## config.mk

```make
export PLATFORM = sky130hd
export DESIGN_NAME = core
export DESIGN_NICKNAME = d
export VERILOG_FILES = /design/src/rv_pkg.sv /design/src/ctrl_if.sv /design/src/core.sv /design/src/perf_counters.sv /design/src/main_controller.sv /design/src/alu.sv /design/src/regfile.sv /design/src/decode.sv
export SDC_FILE = /design/constraint.sdc
export NUM_CORES = 2
export LEC_CHECK = 0
export BUFFER_PORTS_ARGS = -buffer_cell sky130_fd_sc_hd__buf_2
export CAP_MARGIN = 30
export CELL_PAD_IN_SITES_DETAIL_PLACEMENT = 0
export CELL_PAD_IN_SITES_GLOBAL_PLACEMENT = 1
export CORE_AREA = 4 4 385 387
export DETAILED_ROUTE_END_ITERATION = 12
export DIE_AREA = 0 0 389 391
export PLACE_DENSITY = 0.75
export SLEW_MARGIN = 10
export SYNTH_ARGS = -nofsm -noshare
export SYNTH_HDL_FRONTEND = slang
export SYNTH_HIERARCHICAL = 1
export SYNTH_SLANG_ARGS = --single-unit
```

## constraint.sdc

```tcl
create_clock -name CLK -period 7.63 [get_ports CLK]
set_clock_uncertainty 0.05 [all_clocks]
set_input_delay 0.763 -clock CLK [delete_from_list [all_inputs] [get_ports CLK]]
set_output_delay 0.763 -clock CLK [all_outputs]
set_load 0.1 [all_outputs]
```

## src/rv_pkg.sv

```systemverilog
`default_nettype none

package rv_pkg;

  // rv32i major opcodes kept by the core
  typedef enum logic [6:0] {
    OPC_LUI    = 7'b0110111,
    OPC_AUIPC  = 7'b0010111,
    OPC_JAL    = 7'b1101111,
    OPC_JALR   = 7'b1100111,
    OPC_BRANCH = 7'b1100011,
    OPC_LOAD   = 7'b0000011,
    OPC_STORE  = 7'b0100011,
    OPC_OP_IMM = 7'b0010011,
    OPC_OP     = 7'b0110011
  } opcode_e;

  typedef enum logic [3:0] {
    ALU_ADD,
    ALU_SUB,
    ALU_SLL,
    ALU_SLT,
    ALU_SLTU,
    ALU_XOR,
    ALU_SRL,
    ALU_SRA,
    ALU_OR,
    ALU_AND
  } alu_op_e;

  // register writeback source
  typedef enum logic [1:0] {
    WD_ALU = 2'b00,
    WD_MEM = 2'b01,
    WD_PC4 = 2'b10,
    WD_IMM = 2'b11
  } wd_sel_e;

  typedef enum logic [1:0] {
    ST_FETCH = 2'b00,
    ST_EXEC  = 2'b01,
    ST_MEM   = 2'b10
  } state_e;

  localparam logic [1:0] STORE_READ = 2'b11; // store_size code for a memory read

endpackage

`default_nettype wire
```

## src/ctrl_if.sv

```systemverilog
`timescale 1ns/1ps
`default_nettype none

// decoded control of the instruction held in the instruction register
interface ctrl_if;
  import rv_pkg::*;

  alu_op_e     alu_op;
  logic        a_sel;      // 1 = rs1, 0 = pc
  logic        b_sel;      // 1 = rs2, 0 = immediate
  wd_sel_e     wd_sel;
  logic        reg_we;
  logic        mem_en;
  logic [1:0]  store_size;
  logic        jump;
  logic        branch;
  logic        is_load;
  logic [31:0] imm;
  logic [4:0]  rd, rs1, rs2;
  logic [2:0]  funct3;

  modport dec (output alu_op, a_sel, b_sel, wd_sel, reg_we, mem_en, store_size,
               jump, branch, is_load, imm, rd, rs1, rs2, funct3);
  modport usr (input alu_op, a_sel, b_sel, wd_sel, reg_we, mem_en, store_size,
               jump, branch, is_load, imm, rd, rs1, rs2, funct3);
endinterface

`default_nettype wire

```

## src/core.sv

```systemverilog
`timescale 1ns/1ps
`default_nettype none

module core #(
  parameter logic [31:0] RESET_PC  = 32'h0000_0000,
  parameter int          CNT_WIDTH = 32
) (
  input  logic        CLK,
  input  logic        arst_n,
  input  logic [31:0] instr_fetch,
  input  logic        fetch_valid,
  output logic        fetch_enable,
  output logic [31:0] PCfetch,
  output logic [31:0] mem_addr,
  output logic [31:0] mem_write_data,
  output logic [1:0]  store_size,   // 00 byte, 01 half, 10 word, 11 read
  output logic        memory_en_out,
  input  logic [31:0] mem_read_data,
  input  logic        mem_read_data_valid,
  input  logic        mem_write_ready,
  input  logic [7:0]  DIP_switch,
  input  logic        stall_debug,
  output logic [31:0] debug
);
  import rv_pkg::*;

  logic [31:0] pc, pc_plus4, next_pc, instr, rd1, rd2, alu_a, alu_b, alu_res, load_data, wd;
  logic [CNT_WIDTH-1:0] cycles, instret;
  logic mem_active, reg_we, retire, branch_taken;

  ctrl_if ctrl ();

  decode u_decode (.instr, .ctrl(ctrl.dec));

  regfile u_regfile (.CLK, .we(reg_we), .wa(ctrl.rd), .wd, .ra1(ctrl.rs1), .ra2(ctrl.rs2),
                     .rd1, .rd2);

  alu u_alu (.a(alu_a), .b(alu_b), .op(ctrl.alu_op), .funct3(ctrl.funct3), .rs1_val(rd1),
             .rs2_val(rd2), .result(alu_res), .branch_taken);

  main_controller #(.RESET_PC(RESET_PC)) u_main_controller (
    .CLK, .arst_n, .ctrl(ctrl.usr), .fetch_valid, .instr_fetch, .stall_debug,
    .mem_read_data_valid, .mem_write_ready, .next_pc, .pc, .instr, .fetch_enable,
    .mem_active, .reg_we, .retire);

  perf_counters #(.CNT_WIDTH(CNT_WIDTH)) u_perf_counters (.CLK, .arst_n, .retire, .cycles,
                                                          .instret);

  assign alu_a    = ctrl.a_sel ? rd1 : pc;
  assign alu_b    = ctrl.b_sel ? rd2 : ctrl.imm;
  assign pc_plus4 = pc + 32'd4;
  // jump and taken branch targets come from the alu, bit 0 dropped for jalr
  assign next_pc  = (ctrl.jump || (ctrl.branch && branch_taken)) ? {alu_res[31:1], 1'b0}
                                                                 : pc_plus4;

  assign PCfetch       = pc;
  assign mem_addr      = alu_res;       // misaligned addresses go out as they are
  assign store_size    = ctrl.store_size;
  assign memory_en_out = mem_active;

  always_comb begin
    case (ctrl.funct3)
      3'b000:  load_data = {{24{mem_read_data[7]}}, mem_read_data[7:0]};    // lb
      3'b001:  load_data = {{16{mem_read_data[15]}}, mem_read_data[15:0]};  // lh
      3'b100:  load_data = {24'h0, mem_read_data[7:0]};                     // lbu
      3'b101:  load_data = {16'h0, mem_read_data[15:0]};                    // lhu
      default: load_data = mem_read_data;                                   // lw
    endcase
    case (ctrl.store_size)
      2'b00:   mem_write_data = {24'h0, rd2[7:0]};
      2'b01:   mem_write_data = {16'h0, rd2[15:0]};
      2'b10:   mem_write_data = rd2;
      default: mem_write_data = 32'h0;   // read, nothing to write
    endcase
    case (ctrl.wd_sel)
      WD_ALU:  wd = alu_res;
      WD_MEM:  wd = load_data;
      WD_PC4:  wd = pc_plus4;
      default: wd = ctrl.imm;
    endcase
  end

  always_comb begin
    case (DIP_switch[6:0])
      7'b1000000: debug = pc;
      7'b1000001: debug = next_pc;
      7'b1000010: debug = instr;
      7'b1000011: debug = {3'b000, mem_active, 3'b000, fetch_enable, 3'b000, retire,
                           3'b000, stall_debug, 3'b000, arst_n, 3'b000, mem_write_ready,
                           3'b000, reg_we, 4'b0000};
      7'b1000100: debug = alu_res;
      7'b1000101: debug = load_data;
      7'b1000110: debug = mem_write_data;
      7'b1000111: debug = alu_a;
      7'b1001000: debug = alu_b;
      7'b1001001: debug = rd1;
      7'b1001010: debug = rd2;
      7'b1001011: debug = {ctrl.rs1, ctrl.rs2, 22'h000000};
      7'b1001110: debug = {ctrl.alu_op, 1'b0, ctrl.funct3, 3'b000, branch_taken, 20'h00000};
      7'b1001111: debug = wd;
      7'b1010000: debug = 32'(cycles);    // counters
      7'b1010001: debug = 32'(instret);
      default:    debug = pc;
    endcase
  end

endmodule

`default_nettype wire

```

## src/perf_counters.sv

```systemverilog
`timescale 1ns/1ps
`default_nettype none

module perf_counters #(
  parameter int CNT_WIDTH = 32
) (
  input  logic                 CLK,
  input  logic                 arst_n,
  input  logic                 retire,
  output logic [CNT_WIDTH-1:0] cycles,
  output logic [CNT_WIDTH-1:0] instret
);

  always_ff @(posedge CLK or negedge arst_n) begin
    if (!arst_n) begin
      cycles  <= '0;
      instret <= '0;
    end else begin
      cycles <= cycles + CNT_WIDTH'(1);      // free running, wraps
      if (retire) begin
        instret <= instret + CNT_WIDTH'(1);
      end
    end
  end

endmodule

`default_nettype wire

```

## src/main_controller.sv

```systemverilog
`timescale 1ns/1ps
`default_nettype none

module main_controller #(
  parameter logic [31:0] RESET_PC = 32'h0000_0000
) (
  input  logic        CLK,
  input  logic        arst_n,
  ctrl_if.usr         ctrl,
  input  logic        fetch_valid,
  input  logic [31:0] instr_fetch,
  input  logic        stall_debug,
  input  logic        mem_read_data_valid,
  input  logic        mem_write_ready,
  input  logic [31:0] next_pc,
  output logic [31:0] pc,
  output logic [31:0] instr,
  output logic        fetch_enable,
  output logic        mem_active,
  output logic        reg_we,
  output logic        retire
);
  import rv_pkg::*;

  localparam logic [31:0] NOP_INSTR = 32'h0000_0013; // addi x0, x0, 0

  state_e state_q, state_d;
  logic   run_q;     // first fetch one clock after reset release
  logic   mem_done;

  assign fetch_enable = run_q && state_q == ST_FETCH && !stall_debug;
  assign mem_active   = state_q == ST_MEM;
  assign mem_done     = ctrl.is_load ? mem_read_data_valid : mem_write_ready;

  // an instruction retires in exec, or in mem once its response arrives
  assign retire = (state_q == ST_EXEC && !ctrl.mem_en) || (mem_active && mem_done);
  assign reg_we = retire && ctrl.reg_we;

  always_comb begin
    state_d = state_q;
    case (state_q)
      ST_FETCH: if (fetch_enable && fetch_valid) state_d = ST_EXEC;
      ST_EXEC:  state_d = ctrl.mem_en ? ST_MEM : ST_FETCH;
      ST_MEM:   if (mem_done) state_d = ST_FETCH;  // back-pressure just holds here
      default:  state_d = ST_FETCH;
    endcase
  end

  always_ff @(posedge CLK or negedge arst_n) begin
    if (!arst_n) begin
      state_q <= ST_FETCH;
      run_q   <= 1'b0;
      pc      <= RESET_PC;
      instr   <= NOP_INSTR;
    end else begin
      state_q <= state_d;
      run_q   <= 1'b1;
      if (retire) begin
        pc <= next_pc;
      end
      if (fetch_enable && fetch_valid) begin
        instr <= instr_fetch;
      end
    end
  end

endmodule

`default_nettype wire

```

## src/alu.sv

```systemverilog
`timescale 1ns/1ps
`default_nettype none

module alu (
  input  logic [31:0]     a,
  input  logic [31:0]     b,
  input  rv_pkg::alu_op_e op,
  input  logic [2:0]      funct3,
  input  logic [31:0]     rs1_val,
  input  logic [31:0]     rs2_val,
  output logic [31:0]     result,
  output logic            branch_taken
);
  import rv_pkg::*;

  logic [4:0] shamt;

  assign shamt = b[4:0];

  always_comb begin
    case (op)
      ALU_ADD:  result = a + b;
      ALU_SUB:  result = a - b;
      ALU_SLL:  result = a << shamt;
      ALU_SLT:  result = {31'h0, $signed(a) < $signed(b)};
      ALU_SLTU: result = {31'h0, a < b};
      ALU_XOR:  result = a ^ b;
      ALU_SRL:  result = a >> shamt;
      ALU_SRA:  result = $unsigned($signed(a) >>> shamt);
      ALU_OR:   result = a | b;
      ALU_AND:  result = a & b;
      default:  result = 32'h0;
    endcase
  end

  // branch comparator works on the register values, the alu adds pc + offset
  always_comb begin
    case (funct3)
      3'b000:  branch_taken = rs1_val == rs2_val;                     // beq
      3'b001:  branch_taken = rs1_val != rs2_val;                     // bne
      3'b100:  branch_taken = $signed(rs1_val) < $signed(rs2_val);    // blt
      3'b101:  branch_taken = $signed(rs1_val) >= $signed(rs2_val);   // bge
      3'b110:  branch_taken = rs1_val < rs2_val;                      // bltu
      3'b111:  branch_taken = rs1_val >= rs2_val;                     // bgeu
      default: branch_taken = 1'b0;
    endcase
  end

endmodule

`default_nettype wire

```

## src/regfile.sv

```systemverilog
`timescale 1ns/1ps
`default_nettype none

module regfile (
  input  logic        CLK,
  input  logic        we,
  input  logic [4:0]  wa,
  input  logic [31:0] wd,
  input  logic [4:0]  ra1,
  input  logic [4:0]  ra2,
  output logic [31:0] rd1,
  output logic [31:0] rd2
);

  logic [31:0] regs [1:31]; // x0 has no storage

  always_ff @(posedge CLK) begin
    if (we && wa != 5'd0) begin
      regs[wa] <= wd;
    end
  end

  // asynchronous read
  assign rd1 = (ra1 == 5'd0) ? 32'h0 : regs[ra1];
  assign rd2 = (ra2 == 5'd0) ? 32'h0 : regs[ra2];

endmodule

`default_nettype wire

```

## src/decode.sv

```systemverilog
`timescale 1ns/1ps
`default_nettype none

module decode (
  input  logic [31:0] instr,
  ctrl_if.dec         ctrl
);
  import rv_pkg::*;

  opcode_e     opc;
  logic [31:0] imm_i, imm_s, imm_b, imm_u, imm_j;
  alu_op_e     arith_op;

  assign opc         = opcode_e'(instr[6:0]);
  assign ctrl.rd     = instr[11:7];
  assign ctrl.funct3 = instr[14:12];
  assign ctrl.rs1    = instr[19:15];
  assign ctrl.rs2    = instr[24:20];

  assign imm_i = {{20{instr[31]}}, instr[31:20]};
  assign imm_s = {{20{instr[31]}}, instr[31:25], instr[11:7]};
  assign imm_b = {{19{instr[31]}}, instr[31], instr[7], instr[30:25], instr[11:8], 1'b0};
  assign imm_u = {instr[31:12], 12'h000};
  assign imm_j = {{11{instr[31]}}, instr[31], instr[19:12], instr[20], instr[30:21], 1'b0};

  // funct3 / funct7 to alu operation, sub only exists for register-register
  always_comb begin
    case (instr[14:12])
      3'b000:  arith_op = (opc == OPC_OP && instr[30]) ? ALU_SUB : ALU_ADD;
      3'b001:  arith_op = ALU_SLL;
      3'b010:  arith_op = ALU_SLT;
      3'b011:  arith_op = ALU_SLTU;
      3'b100:  arith_op = ALU_XOR;
      3'b101:  arith_op = instr[30] ? ALU_SRA : ALU_SRL;
      3'b110:  arith_op = ALU_OR;
      default: arith_op = ALU_AND;
    endcase
  end

  always_comb begin
    ctrl.alu_op     = ALU_ADD;
    ctrl.a_sel      = 1'b1;
    ctrl.b_sel      = 1'b0;
    ctrl.wd_sel     = WD_ALU;
    ctrl.reg_we     = 1'b0;
    ctrl.mem_en     = 1'b0;
    ctrl.store_size = STORE_READ;
    ctrl.jump       = 1'b0;
    ctrl.branch     = 1'b0;
    ctrl.is_load    = 1'b0;
    ctrl.imm        = imm_i;
    case (opc)
      OPC_LUI: begin
        ctrl.imm    = imm_u;
        ctrl.wd_sel = WD_IMM;
        ctrl.reg_we = 1'b1;
      end
      OPC_AUIPC: begin
        ctrl.imm    = imm_u;
        ctrl.a_sel  = 1'b0;                  // pc + imm
        ctrl.reg_we = 1'b1;
      end
      OPC_JAL: begin
        ctrl.imm    = imm_j;
        ctrl.a_sel  = 1'b0;
        ctrl.jump   = 1'b1;
        ctrl.wd_sel = WD_PC4;                // link
        ctrl.reg_we = 1'b1;
      end
      OPC_JALR: begin
        ctrl.jump   = 1'b1;
        ctrl.wd_sel = WD_PC4;
        ctrl.reg_we = 1'b1;
      end
      OPC_BRANCH: begin
        ctrl.imm    = imm_b;
        ctrl.a_sel  = 1'b0;                  // alu forms the target
        ctrl.branch = 1'b1;
      end
      OPC_LOAD: begin
        ctrl.mem_en  = 1'b1;
        ctrl.is_load = 1'b1;
        ctrl.wd_sel  = WD_MEM;
        ctrl.reg_we  = 1'b1;
      end
      OPC_STORE: begin
        ctrl.imm        = imm_s;
        ctrl.mem_en     = 1'b1;
        ctrl.store_size = instr[13:12];      // 00 byte, 01 half, 10 word
      end
      OPC_OP_IMM: begin
        ctrl.alu_op = arith_op;
        ctrl.reg_we = 1'b1;
      end
      OPC_OP: begin
        ctrl.alu_op = arith_op;
        ctrl.b_sel  = 1'b1;
        ctrl.reg_we = 1'b1;
      end
      default: ;                             // anything else retires as a no-op
    endcase
  end

endmodule

`default_nettype wire

```

Word-level counts from Yosys, hierarchy flattened
Memory sizes are Yosys's and may differ from the RTL's. Index checks and enable logic that the tools add are counted.

Muxes and demuxes: 31. Reduce and logical (&&, ||, !) cells: 28. Multipliers: 0. Eq/ne operators: 50. Shifts and indexed selects: 3. $add $sub $neg: 5. Div/mod/pow operators: 0. Magnitude comparators: 6. Bitwise logic cells: 3.

Operators with widths (number): $pmux 32 s15 (1); $pmux 32 s10 (1); $pmux 32 s3 (2); $mux 32 (5); $lt 32x32->1 (4); $pmux 32 s4 (1); $eq 7x7->1 const B (18); $pmux 31 s4 (1); $add 32x1->32 const B (2); $ge 32x32->1 (2); $add 32x3->32 const B (1); $add 32x32->32 (1); $and 32x32->32 (1); $eq 32x32->1 (1); $ne 32x32->1 (1); $or 32x32->32 (1); $shl 32x5->32 (1); $shr 32x5->32 (1); $sshr 32x5->32 (1); $sub 32x32->32 (1); $xor 32x32->32 (1); $pmux 4 s7 (1); $eq 7x6->1 const B (3); $eq 4x3->1 const B (4); other kinds (29) (70).

Input port bits: 78. Flip-flop bits (word level): 131. Latch bits: 0. Memory bits (read-only): 0. RAM bits: 992. Memories kept: 1.

Memory list: u_regfile.regs (words 31, width 32, rd ports 2, clocked after memory_dff 0, wr ports 1, RTL line regfile.sv:15) `logic [31:0] regs [1:31];`.

Logic depth before layout (Yosys ltp)
Depth after elaboration: 10. Mapped depth: 32. Gate-level depth less buffers: 23.

Modules after synthesis
Netlist, hierarchy kept.

Modules (own cells, without submodules): regfile (area each 46489.6 um^2, times used 1, cells each 2593); alu (area each 9316.4 um^2, times used 1, cells each 1339); core (area each 6887.9 um^2, times used 1, cells each 1071); perf_counters (area each 2899.0 um^2, times used 1, cells each 251); main_controller (area each 2672.6 um^2, times used 1, cells each 150); decode (area each 690.7 um^2, times used 1, cells each 98).

Worst setup path after synthesis
Ideal clock, no wire load.

Kind: register to output. Start: register u_main_controller.instr[1]. End: output port debug[28]. Buffers on the path: 6. Stages on the path, launching flop included: 28. Data required time: 6817 ps. Slack: -2786 ps. Arrival: 9603 ps. Cells stage by stage: dfstp_2 -> nand2_1 -> nor4_1 -> nand2_1 -> nor2_1 -> clkbuf_1 -> clkbuf_1 -> clkbuf_1 -> mux2_2 -> clkbuf_1 -> clkinv_1 -> clkbuf_1 -> buf_1 -> ha_1 -> o21a_1 -> o31a_1 -> o21ai_0 -> o211ai_1 -> a41oi_1 -> o311ai_0 -> o21ai_0 -> xnor2_1 -> o21ai_0 -> nand3_1 -> a31oi_1 -> o21ai_0 -> and4b_1 -> a31oi_1.

Elaborated cells between the ends (all ways): 56. Those cells by class: add/sub: 2; eq/ne: 22; shift: 3; mux: 16; bitwise: 3; reduce/logical: 10.

RTL lines: start, declared (RTL line main_controller.sv:17) `output logic [31:0] instr,`; start signal, assigned (RTL line main_controller.sv:62) `instr <= instr_fetch;`; $eq 7x6->1 (*) (RTL line decode.sv:52) `case (opc)`; $mux 1 (*) (RTL line decode.sv:52); net ctrl.b_sel (RTL line ctrl_if.sv:10) `logic b_sel;`; $mux 32 (*) (RTL line core.sv:50) `assign alu_b = ctrl.b_sel ? rd2 : ctrl.imm;`; net alu_b[3] (RTL line core.sv:27) `logic [31:0] pc, pc_plus4, next_pc, instr, rd1, rd2, alu_a, alu_b, alu_res, load_data, wd;`; $sub 32x32->32 (tied with other cells) (RTL line alu.sv:23) `ALU_SUB: result = a - b;`; $pmux 32 s10 (*) (RTL line alu.sv:21) `case (op)`; net mem_addr[28] (RTL line core.sv:14) `output logic [31:0] mem_addr,`; $pmux 32 s3 / $mux 32 (equally long branches) (RTL line core.sv:75, core.sv:53); $pmux 32 s15 (*) (RTL line core.sv:84) `case (DIP_switch[6:0])`; end, declared (RTL line core.sv:23) `output logic [31:0] debug`.

The timed path passes the listed nets; every way through them passes the cells marked *.

Worst setup path after layout
Start: register u_main_controller.instr[15]. End: output port debug[29].

Elaborated cells between the ends (all ways): 27. Those cells by class: add/sub: 2; order compare: 4; eq/ne: 2; shift: 3; mux: 9; bitwise: 3; reduce/logical: 3; memory: 1.

RTL lines: $mem_v2 31x32 / $logic_not 5->1 (equally long branches); $mux 32 (*) (RTL line regfile.sv:24) `assign rd1 = (ra1 == 5'd0) ? 32'h0 : regs[ra1];`; net rd1[4] (RTL line core.sv:27); $mux 32 (*) (RTL line core.sv:49) `assign alu_a = ctrl.a_sel ? rd1 : pc;`; net alu_a[4] (RTL line core.sv:27); $sub 32x32->32 (tied with other cells) (RTL line alu.sv:23); $pmux 32 s10 (*) (RTL line alu.sv:21); $pmux 32 s3 / $mux 32 (equally long branches) (RTL line core.sv:75, core.sv:53); $pmux 32 s15 (*) (RTL line core.sv:84).

Marks and branches as above.

==> impl_metrics.env <==
export IMPL_insertion_delay_ns=0.83
export IMPL_cts_tree="done"
export IMPL_ys_seq_area_frac=0.4796
export IMPL_portBuffers=208
export IMPL_rows=140
export IMPL_vias=59362
export IMPL_synth_common_cells="992 x edfxtp_1, 413 x nor2_1, 407 x mux4_2"
export IMPL_coreArea_mm2=0.1449
export IMPL_drc=0
export IMPL_syn_area_per_cell_um2=12.53
export IMPL_hold_violations=0
export IMPL_fmax_mhz=119.0
export IMPL_track_usage=0.4125
export IMPL_grt_first_pass_wirelength_mm=440.6
export IMPL_tns_ns=-12.76
export IMPL_root_buffer="clkbuf_16"
export IMPL_cts_buffers=115
export IMPL_antenna_found_initial=29
export IMPL_status="finished, violations left"
export IMPL_clk_pin_slew_ns=0.06
export IMPL_synth_top_area_frac=0.4320
export IMPL_worstMarginPinSlew_ns=1.053
export IMPL_rsz0062_at_grt="yes"
export IMPL_path_class="register to output port"
export IMPL_p_leak_nw=33.32
export IMPL_synth_top_family_by_area="multiplexers"
export IMPL_cts_sinks=1123
export IMPL_cp_startpoint="u_main_controller/instr[15]"
export IMPL_routed_wl_mm=323.0
export IMPL_viasPerCell=6.963
export IMPL_pwr_density_cell_mw_per_mm2=435.9
export IMPL_start_util=0.4760
export IMPL_dpl_hpwl_mm=231.0
export IMPL_synthTopCellsByArea="edfxtp_1 43%, mux4_2 13%, mux2i_1 5.7%"
export IMPL_r2r_end="u_regfile/regs[30][21]"
export IMPL_clockBufferDepth=3
export IMPL_synth_edf_count=992
export IMPL_slew_headroom=0.2954
export IMPL_ff2ff_setup_slack_ns=0.68
export IMPL_yosysTopAreaCell="edfxtp_1"
export IMPL_async_flop_share=0.1167
export IMPL_synth_area_mm2=0.06896
export IMPL_yosysWarnings=6
export IMPL_synth_simple_area_share=0.1007
export IMPL_drt_iter0_markers=8652
export IMPL_synth_seq_cells=1123
export IMPL_ant_nets=0
export IMPL_crit_path_end_kind="output port"
export IMPL_ios=210
export IMPL_design_die_area_mm2=0.1521
export IMPL_grt_max_degree=75
export IMPL_setup_viol_count_final=32
export IMPL_fin_crit_ns=8.402
export IMPL_firstDrtPassIters=6
export IMPL_drive_gt1_frac=0.3824
export IMPL_syn_inst=5502
export IMPL_fin_ws_ns=-0.7717
export IMPL_cts_htree_levels=3
export IMPL_timing_final_crit_share=1.101
export IMPL_critPathMaxFanout=8
export IMPL_grt_overflow=0
export IMPL_min_path_type="primary input to register"
export IMPL_ys_types=108
export IMPL_syn_to_final_growth_pct=27.69
export IMPL_die_h_um=391
export IMPL_rr_worst_depth=33
export IMPL_gp_congestion=1.093
export IMPL_synth_most_common_cell="edfxtp_1"
export IMPL_r2r_start="u_main_controller/instr[15]"
export IMPL_worst_ir_drop_vdd_v=0.0004316
export IMPL_drv_cap=0
export IMPL_endpoint="debug[29]"
export IMPL_synth_top_flop_cell="edfxtp_1"
export IMPL_num_nets_final=6703
export IMPL_critPathRequiredTime_ns=6.82
export IMPL_synth_nets=5714
export IMPL_drt_wirelength_per_cell_um=37.89
export IMPL_drv_slew=0
export IMPL_final_core_util=0.6078
export IMPL_grt_pass1_vias=56160
export IMPL_synthMuxAreaShare=0.2261
export IMPL_failed_checks="setup timing"
export IMPL_synthAdderAreaFrac=0.02453
export IMPL_crit_path_start_kind="register"
export IMPL_crit_arrival_ns=7.59
export IMPL_die_w_um=389
export IMPL_synth_compound_area_frac=0.1165
export IMPL_synth_xor_area_share=0.01232
[layer usage]
metal  up-vias  wire length [µm]  GRT usage
met3      1039             44050     0.1383
met2      4685            136800     0.5957
met4        22             22840     0.2355
li1      23705                 -          -
met5         -               219          0
met1     29911            119200     0.5456
[power by group]
part | switching, W | internal [W]
logic | 0.0144 | 0.00891
clock network | 0.00257 | 0.00336
registers | 0.000265 | 0.00886
total | 0.0172 | 0.0211
[cells in the final DEF (no fill, tap or decap), types with 43 or more instances in the layout]
cell type	n
clkbuf_16	122
mux4_2	409
nand4_1	73
buf_6	79
buf_2	148
buf_12	139
mux2_2	87
mux2_4	61
buf_4	890
ha_1	92
a22o_1	61
and2_1	81
a211o_1	45
a21oi_1	218
dfrtp_1	120
a21o_1	56
nand2_1	306
inv_1	140
nor2b_1	61
nor3_1	51
o21ai_0	132
mux2i_1	379
edfxtp_1	992
and3_1	43
nand3_1	134
xnor2_1	54
a211oi_1	45
a22oi_1	133
nor2_1	358
[timing repair]
item / in CTS / in global routing
endpoints found under the hold margin: 2 / 0
gates resized for setup: 509 / 204
setup buffers: 118 / 82
pin swaps: 156 / 161
setup endpoints to repair: 41 / 35
hold buffers: 1 / 0
gates cloned: 7 / 5
[cell families after synthesis]
family,Yosys count
xor gates and xnor gates,97
buffers and inverters,583
and+or+nand+nor,1405
adders and majority gates,134
other,1
muxes,994
DFF,1123
AOI/OAI and AO/OA,1165
[registers in the layout, summed over array words and instances (netlist names)]
signal / count
u_main_controller/instr: 32
u_main_controller/pc: 32
u_main_controller/run_q: 1
u_main_controller/state_q: 2
u_perf_counters/cycles: 32
u_perf_counters/instret: 32
u_regfile/regs: 992
[critical path, stage by stage, from the launching register on]
cell and delay [ns]:
dfrtp_4 0.52, buf_12 0.15, buf_4 0.17, buf_16 0.16, buf_4 0.14, mux4_2 0.42
mux2i_2 0.22, nor2_1 0.07, a311o_2 0.41, mux2_4 0.33, inv_6 0.09, ha_4 0.21
or4_4 0.53, and4b_2 0.30, o221ai_2 0.17, buf_6 0.16, nand4_1 0.17, a2111oi_2 0.34
buf_4 0.18, o41ai_2 0.06, mux2i_1 0.18, nand2_2 0.15, a222oi_1 0.45, o22ai_1 0.14
or3_4 0.45, o41a_1 0.41, buf_12 0.20
[how the worst min path moves through the flow]
stage | startpoint | end | slack, ns | depth (start not counted)
after global routing | instr_fetch[8] | u_main_controller/instr[8] | 0.14 | 2
after detailed placement | u_perf_counters/cycles[31] | u_perf_counters/cycles[31] | 0.41 | 1
after CTS | instr_fetch[8] | u_main_controller/instr[8] | 0.13 | 2
after floorplan | u_perf_counters/cycles[31] | u_perf_counters/cycles[31] | 0.39 | 1
after global placement | u_perf_counters/cycles[31] | u_perf_counters/cycles[31] | 0.41 | 1
final | instr_fetch[8] | u_main_controller/instr[8] | 0.16 | 2
[metrics by stage]
step	setup slack, ns	total power, W	instance area [µm²]	cells	hold slack (ns)
2_1_floorplan	-0.4571	0.01973	69580	5502	0.3910
3_3_place_gp	-0.4782	0.02915	79120	8088	0.4099
3_5_place_dp	-0.4495	0.02938	79210	8092	0.4121
4_1_cts	-0.6349	0.03692	86410	8429	0.1298
5_1_grt	-0.8406	0.03921	88010	8511	0.1433
6_report	-0.7717	0.03838	88050	8525	0.1624
[final cells by class]
class | count | area, µm²
Antenna cell | 16 | 40.04
Clock buffer | 141 | 3035
Clock inverter | 77 | 939.7
Fill cell | 11345 | 56820
Inverter | 157 | 620.6
Multi-Input combinational cell | 3796 | 35930
Sequential cell | 1123 | 33100
Tap cell | 1917 | 2399
Timing Repair Buffer | 1298 | 11990
Power figures use the tool's default switching activity.
